<file path="src/verilog/vram_pkg.sv">
`default_nettype none

package vram_pkg;

  // Frame format.
  localparam int unsigned PIXEL_W    = 8;
  localparam int unsigned ROW_ADDR_W = 6;
  localparam int unsigned COL_ADDR_W = 6;
  localparam int unsigned ROWS       = 1 << ROW_ADDR_W;
  localparam int unsigned COLS       = 1 << COL_ADDR_W;

  // Memory organisation with four pixels per word.
  localparam int unsigned WORD_W          = 32;
  localparam int unsigned PIXELS_PER_WORD = WORD_W / PIXEL_W;
  localparam int unsigned LANE_W          = $clog2(PIXELS_PER_WORD);
  localparam int unsigned WORD_IDX_W      = COL_ADDR_W - LANE_W;
  localparam int unsigned WORDS_PER_ROW   = COLS / PIXELS_PER_WORD;
  localparam int unsigned WORD_ADDR_W     = ROW_ADDR_W + WORD_IDX_W;
  localparam int unsigned MEM_WORDS       = ROWS * WORDS_PER_ROW;
  localparam int unsigned ROW_W           = COLS * PIXEL_W;

  // Clock cycles from the accepting edge to row_valid.
  localparam int unsigned FETCH_CYCLES = WORDS_PER_ROW + 2;

  typedef logic [PIXEL_W-1:0]               pixel_t;
  typedef logic [ROW_ADDR_W+COL_ADDR_W-1:0] pixel_addr_t;  // {row, column}
  typedef logic [ROW_ADDR_W-1:0]            row_addr_t;
  typedef logic [WORD_ADDR_W-1:0]           word_addr_t;   // {row, word in row}
  typedef logic [WORD_IDX_W-1:0]            word_idx_t;
  typedef logic [LANE_W-1:0]                lane_t;
  typedef logic [WORD_W-1:0]                mem_word_t;    // Lowest column in bits 7:0.
  typedef logic [ROW_W-1:0]                 row_t;         // Column c in bits 8c+7:8c.

  typedef enum logic [1:0] {
    IDLE,
    READING,
    DRAINING
  } fetch_state_t;

endpackage

`default_nettype wire

</file>
<file path="src/verilog/vram_row_fetch.sv">
`default_nettype none

module vram_row_fetch (
  input  wire                         clk,
  input  wire                         rst,
  input  wire                         wr,
  input  wire                         rd,
  input  wire vram_pkg::row_addr_t    rd_row,
  output logic                        mem_we,
  output logic                        mem_re,
  output vram_pkg::word_addr_t        mem_rd_addr,
  output logic                        shift_load,
  output logic                        busy,
  output logic                        row_valid
);

  import vram_pkg::*;

  fetch_state_t state;
  row_addr_t    row_q;
  word_idx_t    word_cnt;

  logic idle;
  logic wr_accept;
  logic rd_accept;

  assign idle = (state == IDLE);

  // Commands only count while idle. A write beats a read on the same edge.
  assign wr_accept = wr & idle;
  assign rd_accept = rd & ~wr & idle;

  // The write lands in memory at the accepting edge itself.
  assign mem_we = wr_accept;
  assign busy   = ~idle;

  // Word 0 is issued from idle, words 1 to 15 from reading. Draining covers
  // the memory latency and the last shift, two cycles in all.
  always_ff @(posedge clk) begin
    if (rst) begin
      state      <= IDLE;
      word_cnt   <= '0;
      mem_re     <= 1'b0;
      shift_load <= 1'b0;
      row_valid  <= 1'b0;
    end else begin
      shift_load <= mem_re;  // Read data shows up one cycle after mem_re.
      case (state)
        IDLE: begin
          mem_re <= rd_accept;
          if (wr_accept || rd_accept) begin
            row_valid <= 1'b0;  // Any accepted command retires the held row.
          end
          if (rd_accept) begin
            state    <= READING;
            word_cnt <= word_idx_t'(1);
          end
        end
        READING: begin
          mem_re   <= 1'b1;
          word_cnt <= word_cnt + 1'b1;
          if (word_cnt == word_idx_t'(WORDS_PER_ROW - 1)) begin
            state <= DRAINING;  // Counter wraps to 0 here.
          end
        end
        DRAINING: begin
          mem_re   <= 1'b0;
          word_cnt <= word_cnt + 1'b1;
          if (word_cnt == word_idx_t'(1)) begin
            state     <= IDLE;
            row_valid <= 1'b1;  // Word 15 is shifted in on this same edge.
          end
        end
        default: begin
          state  <= IDLE;
          mem_re <= 1'b0;
        end
      endcase
    end
  end

  // The row is latched on acceptance and the read address steps through it.
  always_ff @(posedge clk) begin
    if (rd_accept) begin
      row_q       <= rd_row;
      mem_rd_addr <= {rd_row, word_idx_t'(0)};
    end else if (state == READING) begin
      mem_rd_addr <= {row_q, word_cnt};
    end
  end

endmodule

`default_nettype wire

</file>
<file path="config.mk">
export PLATFORM = sky130hd
export DESIGN_NAME = vram_row_fetch
export DESIGN_NICKNAME = d
export VERILOG_FILES = /design/src/verilog/vram_pkg.sv /design/src/verilog/vram_row_fetch.sv
export SDC_FILE = /design/constraint.sdc
export NUM_CORES = 1
export LEC_CHECK = 0
export BUFFER_PORTS_ARGS = -buffer_cell sky130_fd_sc_hd__clkbuf_2
export CORE_ASPECT_RATIO = 0.7
export CORE_MARGIN = 3
export CORE_UTILIZATION = 26
export CTS_BUF_LIST = sky130_fd_sc_hd__clkbuf_4
export DETAILED_ROUTE_END_ITERATION = 10
export GPL_TIMING_DRIVEN = 0
export HOLD_SLACK_MARGIN = 0.02
export PLACE_DENSITY = 0.41
export SYNTH_ARGS = -nofsm -noshare
export SYNTH_HDL_FRONTEND = slang
export SYNTH_SLANG_ARGS = --single-unit
</file>
<file path="constraint.sdc">
create_clock -name clk -period 3 [get_ports clk]
set_input_delay 0.3 -clock clk [delete_from_list [all_inputs] [get_ports clk]]
set_output_delay 0.3 -clock clk [all_outputs]
set_load 0.005 [all_outputs]
</file>
==> impl_results.md <==
* Pwr Density at 859 mW/mm^2
* Routed via count at 824
* Setup ws final at 0.715 ns
* Place WS at 0.743 ns
* Mux cell area share after synthesis at 4.54%
* TritonCTS Buffers at 3
* Setup TNS at 0 ns
* Multi-input gate area in the final layout at 448 sq um
* Mapped Area at 0.00110 sq mm
* Fill cell count at 428
* Worst Tran Pin Value at 0.580 ns
* Synth top area share at 32.7%
* Syn. warnings at 0
* Clk root buf: clkbuf_4
* Final core area utilization at 32.9%
* Starting Density at 27.6%
* Clock sink total at 25
* Synth area leaders: edfxtp_1, dfxtp_1, ha_1
* Clock skew at 0.00861 ns
* Die Wd at 83.9 microns
* Die Ht at 60.5 microns
* Final hold vios at 0
* Slowest-stage cell, CP: nor3b_2
* WP data required at 3.17 ns
* Clk_lat worst skew at 0.32 ns
* Post-Syn Instances at 105
* Postcts setup bufs at 0
* All-Layer GR Usage at 9.86%
* DIE AREA at 0.00507 sq mm
* Post-CTS Hold Fix Bufs at 0
* Sequential fraction of the synthesis area at 56.2%
* Clock buffer depth at 2
* Crit share post-route at 76.2%
* Max incr delay on CP at 0.51 ns
* Crit path time final at 2.28 ns
* Storage cell area at 621 sq um
* Total wire length at 2.24 mm
* Largest net degree at the start of global routing at 16
* Routed WL per cell at 12.2 microns
* Port buffer count at 23
* Library cells used by synthesis at 28
* Synth Area in Simple Gates at 18.3%
* Status: finished clean
* Main combinational cell family by area after synthesis: simple AND/OR/NAND/NOR gates
* Delay-heaviest family, CP: buffers and inverters
* Crit Path Category: reg -> reg
* Final setup violation count at 0
* Setup crit start kind: flip-flop
* Nets@finish at 149
* Worst Path Arrival at 2.45 ns
* Drt first-iter violations at 71
* Initial antenna violation count at 0
* CP Buf/Inv Count at 4
* CTS tree: done
* RePlAce Congestion at 0.748
* Fin. max-slew vios at 0
* Post-CTS Resized at 0
* Cell breakdown of the critical path: inv_1, ha_1, clkbuf_1, inv_1, nor3b_2, buf_2, nand2_1, o21ai_0
* Yosys top cell by area: edfxtp_1
* Core Area at 0.00399 sq mm
* XOR/XNOR Fraction of Synth Area at 0%
* Initial DRT Pass Iterations at 4
* RSZ-0062 raised after global routing: no
* Max frequency at 438 MHz
* Vias in the first global route at 785
* Final HPWL DP at 1.66 mm
* Reg clk slew, reported paths at 0.14 ns
* Slew headroom at 61.2%
* Gr ovfl total at 0
* Final ANT Viol Nets at 0
* Area delta synth->final at 19.0%
* Fin cells at 184
* Worst hold path class: in -> reg
* Placed insts at 180
* Number of diodes at 0
* Post-Syn Nets at 121
* Row cnt at 19
* Compound-cell area share of the yosys netlist at 11.0%
* Avg Inst Size Synth at 10.5 sq um
* Synth Area in Adders at 6.80%
* Most used cell, CP: inv_1
* # H-tree levels at 1
* Drc violations at 0
* Peak supply drop at 0.201 mV
* DR vias/cell at 4.48
* Global-route wire length before repair at 3.75 mm
* Crit. End Element: flip-flop
* Share of cells above drive strength 1 at 25.0%
* Max Cap Viol at 0
* # IOs at 25
* CP max FO at 15
* Leak pwr at 0.531 nW
* Number of synthesized register bits at 25
* Power, Total at 1.13 mW
flip-flops by register name (all words and copies together) (netlist names):
| signal | count |
|---|---|
| mem_rd_addr | 10 |
| mem_re | 1 |
| row_q | 6 |
| row_valid | 1 |
| shift_load | 1 |
| state | 2 |
| word_cnt | 4 |
cells in the mapped netlist:
master / number
and2_2: 2
a211oi_1: 1
and2_1: 1
mux2i_1: 5
a32oi_1: 1
nor3b_2: 1
or3b_4: 1
nand3_1: 2
buf_2: 1
ha_1: 6
nor3_1: 1
nor2b_1: 4
o311ai_0: 1
nand2_1: 16
buf_1: 1
o21ai_0: 10
a311oi_1: 1
dfxtp_1: 13
a21oi_1: 4
nor2_1: 8
clkbuf_1: 2
nand2b_1: 2
a21o_1: 1
edfxtp_1: 12
inv_1: 5
a222oi_1: 1
nor3b_1: 1
or2_2: 1
logic make-up after synthesis:
family	after synthesis
buffers and inverters	9
multiplexers	5
adder cells (fa/ha/maj)	6
flip-flops	25
AO/OA/AOI/OAI	20
AND/OR/NAND/NOR	40
stage by stage:
| stage | hold slack [ns] | area [sq um] |
|---|---|---|
| after floorplan | 0.399 | 1100 |
| after global placement | 0.451 | 1280 |
| after detailed placement | 0.471 | 1280 |
| after CTS | 0.151 | 1310 |
| after global routing | 0.152 | 1310 |
| final | 0.158 | 1310 |
layer usage:
layer  routed length [microns]  part of all wire, %  GRT usage [%]  vias to the layer above
li1                          -                    -              -                      417
met1                      1130                   50           13.6                      383
met2                       928                   41           13.9                       22
met3                       164                  7.3           4.34                        2
met4                        18                 0.80           2.98                        0
met5                         0                    0              0                        -
power by group:
part           leakage [nW]  total, mW  switching, mW  internal (mW)
logic                 0.293      0.469          0.274          0.195
clock network        0.0184      0.160         0.0992         0.0611
registers             0.220      0.499         0.0408          0.458
total                 0.531       1.13          0.414          0.715
area by class of cell:
type                            instances  share of cell area [%]
Buffer                                  4                    1.24
Clock buffer                            4                    2.29
Inverter                                5                    1.43
Multi-Input combinational cell         71                    34.1
Sequential cell                        25                    47.2
Tap cell                               52                    4.95
Timing Repair Buffer                   23                    8.76
final timing paths:
| path | startpoint | cells past startpoint | slack [ns] | end |
|---|---|---|---|---|
| min | rd_row[0] | 1 | 0.16 | row_q[0] |
| max | state[1] | 8 | 0.72 | mem_rd_addr[8] |
| min reg2reg | mem_re | 1 | 0.48 | shift_load |
| max reg2reg | state[1] | 8 | 0.72 | mem_rd_addr[8] |
cells in the final DEF, fill, tap and decap left out:
| cell | n |
|---|---|
| clkbuf_2 | 23 |
| nand2_1 | 16 |
| dfxtp_1 | 13 |
| edfxtp_1 | 12 |
| o21ai_0 | 10 |
| nor2_1 | 8 |
| ha_1 | 6 |
| inv_1 | 5 |
| mux2i_1 | 5 |
| a21oi_1 | 4 |
| nor2b_1 | 4 |
| clkbuf_4 | 4 |
| clkbuf_1 | 2 |
| nand2b_1 | 2 |
| nand3_1 | 2 |
| and2_2 | 2 |
| nor3b_2 | 1 |
| buf_2 | 1 |
| buf_1 | 1 |
| and2_1 | 1 |
| or2_2 | 1 |
| or3b_4 | 1 |
| a222oi_1 | 1 |
| a21o_1 | 1 |
| a32oi_1 | 1 |
| a311oi_1 | 1 |
| o311ai_0 | 1 |
| nor3b_1 | 1 |
| nor3_1 | 1 |
| a211oi_1 | 1 |
No activity file was read; power rests on OpenSTA's default activity.
