[config.mk]
export PLATFORM = sky130hd
export DESIGN_NAME = vram_row_shifter
export DESIGN_NICKNAME = d
export VERILOG_FILES = /design/src/verilog/vram_pkg.sv /design/src/verilog/vram_row_shifter.sv
export SDC_FILE = /design/constraint.sdc
export NUM_CORES = 1
export LEC_CHECK = 0
export ABC_CLOCK_PERIOD_IN_PS = 1130
export BUFFER_PORTS_ARGS = -buffer_cell sky130_fd_sc_hd__clkbuf_2
export CAP_MARGIN = 10
export CELL_PAD_IN_SITES_DETAIL_PLACEMENT = 1
export CELL_PAD_IN_SITES_GLOBAL_PLACEMENT = 2
export CORE_MARGIN = 10
export CORE_UTILIZATION = 32
export CTS_CLUSTER_SIZE = 24
export DETAILED_ROUTE_END_ITERATION = 12
export GPL_TIMING_DRIVEN = 0
export PLACE_DENSITY = 0.86
export RECOVER_POWER = 50
export SYNTH_ARGS = -nofsm -noshare
export SYNTH_HDL_FRONTEND = slang
export SYNTH_SLANG_ARGS = --single-unit
[constraint.sdc]
create_clock -name clk -period 1.13 [get_ports clk]
set_input_delay 0.113 -clock clk [delete_from_list [all_inputs] [get_ports clk]]
set_output_delay 0.113 -clock clk [all_outputs]
set_load 0.02 [all_outputs]
[src/verilog/vram_pkg.sv]
`default_nettype none

package vram_pkg;

  // Frame format.
  localparam int unsigned PIXEL_W    = 8;
  localparam int unsigned ROW_ADDR_W = 6;
  localparam int unsigned COL_ADDR_W = 6;
  localparam int unsigned ROWS       = 1 << ROW_ADDR_W;
  localparam int unsigned COLS       = 1 << COL_ADDR_W;

  // Memory organisation with four pixels per word.
  localparam int unsigned WORD_W          = 32;
  localparam int unsigned PIXELS_PER_WORD = WORD_W / PIXEL_W;
  localparam int unsigned LANE_W          = $clog2(PIXELS_PER_WORD);
  localparam int unsigned WORD_IDX_W      = COL_ADDR_W - LANE_W;
  localparam int unsigned WORDS_PER_ROW   = COLS / PIXELS_PER_WORD;
  localparam int unsigned WORD_ADDR_W     = ROW_ADDR_W + WORD_IDX_W;
  localparam int unsigned MEM_WORDS       = ROWS * WORDS_PER_ROW;
  localparam int unsigned ROW_W           = COLS * PIXEL_W;

  // Clock cycles from the accepting edge to row_valid.
  localparam int unsigned FETCH_CYCLES = WORDS_PER_ROW + 2;

  typedef logic [PIXEL_W-1:0]               pixel_t;
  typedef logic [ROW_ADDR_W+COL_ADDR_W-1:0] pixel_addr_t;  // {row, column}
  typedef logic [ROW_ADDR_W-1:0]            row_addr_t;
  typedef logic [WORD_ADDR_W-1:0]           word_addr_t;   // {row, word in row}
  typedef logic [WORD_IDX_W-1:0]            word_idx_t;
  typedef logic [LANE_W-1:0]                lane_t;
  typedef logic [WORD_W-1:0]                mem_word_t;    // Lowest column in bits 7:0.
  typedef logic [ROW_W-1:0]                 row_t;         // Column c in bits 8c+7:8c.

  typedef enum logic [1:0] {
    IDLE,
    READING,
    DRAINING
  } fetch_state_t;

endpackage

`default_nettype wire

[src/verilog/vram_row_shifter.sv]
`default_nettype none

module vram_row_shifter (
  input  wire                        clk,
  input  wire                        rst,
  input  wire                        load,
  input  wire vram_pkg::mem_word_t   word,
  output vram_pkg::row_t             row
);

  import vram_pkg::*;

  // Words arrive in ascending order. Each one enters at the top and the
  // older words move down, so word 0 ends up in bits 31:0 after the last load.
  always_ff @(posedge clk) begin
    if (rst) begin
      row <= '0;
    end else if (load) begin
      row <= {word, row[ROW_W-1:WORD_W]};  // Shift right by one word.
    end
  end

endmodule

`default_nettype wire

==> results of run 1 <==
-- what timing repair did --
| item | 4_1_cts | 5_1_grt |
|---|---|---|
| hold buffers | 32 | 0 |
| hold endpoints to repair | 32 | 0 |
| resized for setup | 1642 | 566 |
| endpoints found under the setup margin | 512 | 519 |
| setup buffers | 473 | 113 |
-- kinds of logic after synthesis --
family | count (synthesis) | share of synthesized area (%)
buffers and inverters | 114 | 6.74
DFF | 512 | 55.3
muxes | 512 | 27.6
and+or+nand+nor | 512 | 10.4
-- power by group --
part           leakage [nW]  internal [mW]  switching (mW)  total [mW]
Sequential             4.43           17.9           0.179        18.0
Combinational          11.5           1.47            1.72        3.20
Clock                 0.912           10.8            8.33        19.2
Total                  16.8           30.2            10.2        40.4
-- cells in the final DEF, fill, tap and decap left out --
cell,Yosys,layout
dfxtp_4,0,153
bufinv_16,0,3
buf_6,9,9
dlygate4sd3_1,0,32
clkbuf_4,0,1
buf_12,44,44
clkinv_4,0,3
dfxtp_2,0,347
clkinv_2,0,6
clkbuf_16,0,56
clkbuf_8,0,18
buf_4,3,588
nor2_1,512,512
buf_8,1,512
clkinv_8,0,2
clkbuf_2,0,42
buf_1,12,8
clkdlybuf4s15_1,0,1
clkbuf_1,32,44
mux2i_1,512,512
dfxtp_1,512,12
buf_2,13,5
clkinvlp_4,0,1
-- metal layers --
metal | part of all wire [%] | global-route usage (%) | wire, µm | vias up
met3 | 7.6 | 8.07 | 8940 | 402
met1 | 34 | 28.4 | 40000 | 9446
met2 | 51 | 53.6 | 60000 | 988
li1 | - | - | - | 7932
met5 | 0 | 0 | 0 | -
met4 | 7.3 | 15.3 | 8570 | 0
-- layout make-up --
cell class,count,share of cell area (%)
Multi-Input combinational cell,1024,20.2
Timing Repair Buffer,1162,36.0
Sequential cell,512,32.2
Clock buffer,84,4.76
Tap cell,765,2.74
Buffer,114,3.60
Clock inverter,15,0.533
-- worst max-delay path by stage --
stage | start | to | slack (ns) | cells after the start
after floorplan | load | row[100] | 0.22 | 5
after global placement | rst | row[230] | -0.48 | 4
after detailed placement | rst | row[238] | -0.56 | 4
after CTS | row[267] | row[267] | -0.19 | 1
after global routing | row[102] | row[102] | -0.19 | 1
final | row[102] | row[102] | -0.16 | 1
-- per-stage QoR --
stage	TNS [ns]	worst slack, ns	instance area, µm²
after CTS	-55.74	-0.191	33300
after detailed placement	-132.96	-0.555	22200
final	-35.12	-0.156	34900
after global placement	-124.26	-0.481	22200
after global routing	-53.19	-0.188	34900
after floorplan	0	0.215	18500
==> flow_summary.toml, run 1 <==
[yosys]
post-synth-top-area-cell = "dfxtp_1"
synth-edff-count = 0
ys.flop_type = "dfxtp_1"
netlist_area_um2 = 18500
syn_area_per_cell_um2 = 11.2
synth_cell_types = 10
synthesis.nets = 1685
synth.top_cell.area_share_pct = 55.3
async_flop_share_pct = 0
synth_area_leaders = "dfxtp_1 55%, mux2i_1 28%, nor2_1 10%, buf_12 4.7%, clkbuf_1 0.65%"
syn_inst = 1650
yosysWarnings = 0
netlist_top_cells_count = "512 x dfxtp_1, 512 x mux2i_1, 512 x nor2_1"
ys_seq_area_share_pct = 55.3
ys_ff_latch = 512

[die]
fp.dieW_um = 261
fp.dieH_um = 261
core_area_um2 = 57600
fp-row-count = 88
ioPinCount = 547
die_area_um2 = 68000
start_util_pct = 32.2

[route]
ant_nets = 0
avgViaCountPerCell = 5.11
routed_wl_um = 117000
route.detailed.drc = 0
vias = 18800
drtIter0Drc = 1185
drt-wirelength-per-cell_um = 32.0
first_pass_iters = 5

[finish]
fill_cells = 5743
area.sequential_um2 = 11300
multi_input_area_um2 = 7050
largest_reg_flops = 512
area_growth_pct = 88.4
fin_nets = 2903
top_register = "row"
drive_gt1_share_pct = 61.5
antennaDiodeCount = 0
top_regs = "row x512"
fin_util_pct = 60.7
fin_cells = 3676

[worst_setup_path]
cpPeakStageDelay_ns = 0.42
critical-path-top-delay-family = "flip-flops"
path_cells = "buf_8"
reg2reg_depth = 4
cp-end-kind = "output port"
path_max_fanout = 2
reg2reg_setup_slack_ns = -0.07
critPathBufInv = 1
r2r_end = "row[50]"
critPathArrivalTime_ns = 1.17
cp_slowest_cell = "dfxtp_4"
criticalPathCategory = "register to output port"
required_ns = 1.02
critPathLaunchType = "register"
timing.rr.start = "row[50]"

[power_and_ir_drop]
total_power_mw = 40.4
leakagePower_nw = 16.8
ir_drop_v = 0.00122
cellPowerDensity_nw_per_um2 = 1160

[status]
status = "finished with violations"
violations = "setup timing"

[hold_path]
min_path_cells = 4
hp-class = "input pin to register"
min_from = "load"
hold_end = "row[509]"

[placement]
place_inst = 2959
gp_congestion = 0.851
dp_hpwl_um = 55700
port_buffers = 544

[sta]
clock-skew-final_ns = 0.0444
slew_headroom_pct = 48.9
fin_crit_ns = 1.29
worst_slack_ns = -0.156
drv_slew = 0
setup_viol = 522
holdWs_ns = 0.175
fmax_mhz = 778
tightest_slew_ns = 0.766
period_share_pct = 114
rsz0062_at_grt = "true"
hold_viol = 0

[run]
drv_cap = 0

[global_route]
grt_overflow = 0
grt_usage_pct = 28.8
first_global_vias = 20000
grt_max_degree = 15
antenna_found_initial = 0
grt_pass1_wl_um = 145000

[clocking]
numCtsBuffers = 54
clk_latency_ns = 0.61
cts_buffer_depth = 3
htreeDepth = 2
cts_root_buf = "clkbuf_16"
cts_tree = "done"
numClockSinks = 512
clk_pin_slew_ns = 0.08
(Power assumes the default switching activity.)
==> inputs of run 2 (changes only) <==
--- a/config.mk
+++ b/config.mk
@@ -11,11 +11,12 @@
 export CELL_PAD_IN_SITES_DETAIL_PLACEMENT = 1
 export CELL_PAD_IN_SITES_GLOBAL_PLACEMENT = 2
 export CORE_MARGIN = 10
-export CORE_UTILIZATION = 32
+export CORE_UTILIZATION = 33
+export CTS_BUF_LIST = sky130_fd_sc_hd__clkbuf_4
 export CTS_CLUSTER_SIZE = 24
 export DETAILED_ROUTE_END_ITERATION = 12
 export GPL_TIMING_DRIVEN = 0
-export PLACE_DENSITY = 0.86
+export PLACE_DENSITY = 0.88
 export RECOVER_POWER = 50
 export SYNTH_ARGS = -nofsm -noshare
 export SYNTH_HDL_FRONTEND = slang
==> run 2 against run 1 <==
  * Final area rose by 1.3%
  * Register-to-register slack got worse by 0.23 ns
  * The flow still finishes with violations (setup timing)
  * Cell count rose by 5.1%
  * Global-route usage rose by 3.3 points
  * Worst setup slack got worse by 0.44 ns
  * Clock-buffer cell count rose by 121
  * Critical path depth did not move
==> flow_summary.toml, run 2 (synthesis results as in run 1) <==
[finish]
fin_nets = 3052
stdcell_area_um2 = 35400
area_growth_pct = 90.9
largest_reg_flops = 512
drive_gt1_share_pct = 63.4
top_regs = "row x512"
fin_util_pct = 63.9
top_register = "row"
final_cell_mix = "615 x buf_4, 513 x buf_8, 512 x mux2i_1, 512 x nor2_1, 336 x dfxtp_2"
layout_commonest_cell = "buf_4"

[sta]
drv_slew = 0
holdWs_ns = 0.418
setup_viol = 642
period_share_pct = 153
slew_headroom_pct = 53.0
hold_viol = 0
tightest_slew_ns = 0.686
clock-skew-final_ns = 0.101
rsz0062_at_grt = "true"
worst_slack_ns = -0.596
fmax_mhz = 580
fin_crit_ns = 1.73

[global_route]
top_usage_layer = "met2"
grt_max_degree = 17
grt_pass1_wl_um = 159000
first_global_vias = 21700
grtUsageMet2_pct = 58.3
antenna_found_initial = 3
grt_util_met1_pct = 31.3
grt_usage_pct = 32.0
grt_overflow = 0
use_met3_pct = 10.3

[worst_setup_path]
critPathArrivalTime_ns = 1.61
critical-path-top-delay-family = "flip-flops"
required_ns = 1.02
critPathBufInv = 1
path_cells = "buf_8"
criticalPathCategory = "register to output port"
cp-end-kind = "output port"
cpPeakStageDelay_ns = 0.45
cp_slowest_cell = "dfxtp_2"
critPathLaunchType = "register"
path_max_fanout = 2

[clocking]
clk_latency_ns = 1.01
numClockSinks = 512
numCtsBuffers = 143
cts_root_buf = "clkbuf_4"
clk_pin_slew_ns = 0.08
htreeDepth = 4
cts_buffer_depth = 3
cts_tree = "done"

[power_and_ir_drop]
power_frac_clock_pct = 46.8
intPower_mw = 27.9
power.switching_mw = 12.2
seqPwrFrac_pct = 44.8
ir_drop_v = 0.000906
leakagePower_nw = 17.3
swShare_pct = 30.4
pwr-share-comb_pct = 8.4
cellPowerDensity_nw_per_um2 = 1130

[placement]
gp_congestion = 0.929
post_dp_cell_area_um2 = 22200
dp_hpwl_um = 55500
port_buffers = 544

[die]
ioPinCount = 547
core_area_um2 = 55400
start_util_pct = 33.5
die_area_um2 = 66100
fp-row-count = 86
fp.dieW_um = 257
fp.dieH_um = 257

[route]
routed_wl_um = 129000
avgViaCountPerCell = 5.34
drt-wirelength-per-cell_um = 33.5
drtIter0Drc = 1580
ant_nets = 0
first_pass_iters = 5
route.detailed.drc = 0
vias = 20600

[hold_path]
hp-class = "input pin to register"

[status]
violations = "setup timing"
status = "finished with violations"

[run]
drv_cap = 0
-- run 2: cell count changes in the layout (fill, tap and decap cells not counted), sizes merged, moves of 2 or more --
cell,before,now
clkinv,11,28
clkinvlp,1,3
dlygate4sd3,32,66
bufinv,3,1
diode,0,2
clkbuf,161,283
buf,1166,1192
inv,0,3
-- run 2: power groups by stage --
stage	sequential (mW)	clock (mW)	combinational, mW
2_1_floorplan	18.9	0	1.50
4_1_cts	18.1	16.9	2.92
5_1_grt	18.0	19.7	3.44
3_5_place_dp	18.7	0	2.30
6_report	18.0	18.8	3.38
3_3_place_gp	18.7	0	2.27
-- run 2: final timing paths --
kind                            cells after the start      from  slack [ns]  endpoint
worst max register to register                      4  row[128]       -0.30   row[96]
worst max-delay path                                1    row[1]       -0.60    row[1]
worst min register to register                      2    row[6]        0.56    row[6]
worst min-delay path                                5      load        0.42  row[509]
-- run 2: area by class of cell --
cell class,instances,area (µm²)
antenna,2,5.00
buffer,114,1280
clock buffer,205,1540
clock inverter,35,183
fill,5550,20000
multi-input combinational,1024,7050
sequential,512,11300
tap,748,936
timing repair buffer,1222,13100
-- run 2: repair_timing --
item	CTS	global route
gates resized for setup	1648	609
cloned	0	0
buffers inserted	478	134
setup endpoints to repair	512	648
hold endpoints to repair	512	0
hold buffers	66	0
pin swaps	0	0
-- run 2: layer usage --
layer	share of wire (%)	wire, µm	vias to the layer above
met5	0	0	-
met2	49	63900	1559
li1	-	-	8257
met4	8.0	10400	0
met1	34	43300	10200
met3	9.0	11700	600
-- run 2: per-stage QoR --
stage               instances  power (mW)  setup TNS, ns  worst slack [ns]
floorplan                1650        20.3              0             0.215
global placement         2942        21.0        -124.42            -0.465
detailed placement       2942        21.0        -131.70            -0.508
CTS                      3726        37.9        -285.09            -0.635
global route             3862        41.1        -269.37            -0.633
finish                   3862        40.1        -242.85            -0.596
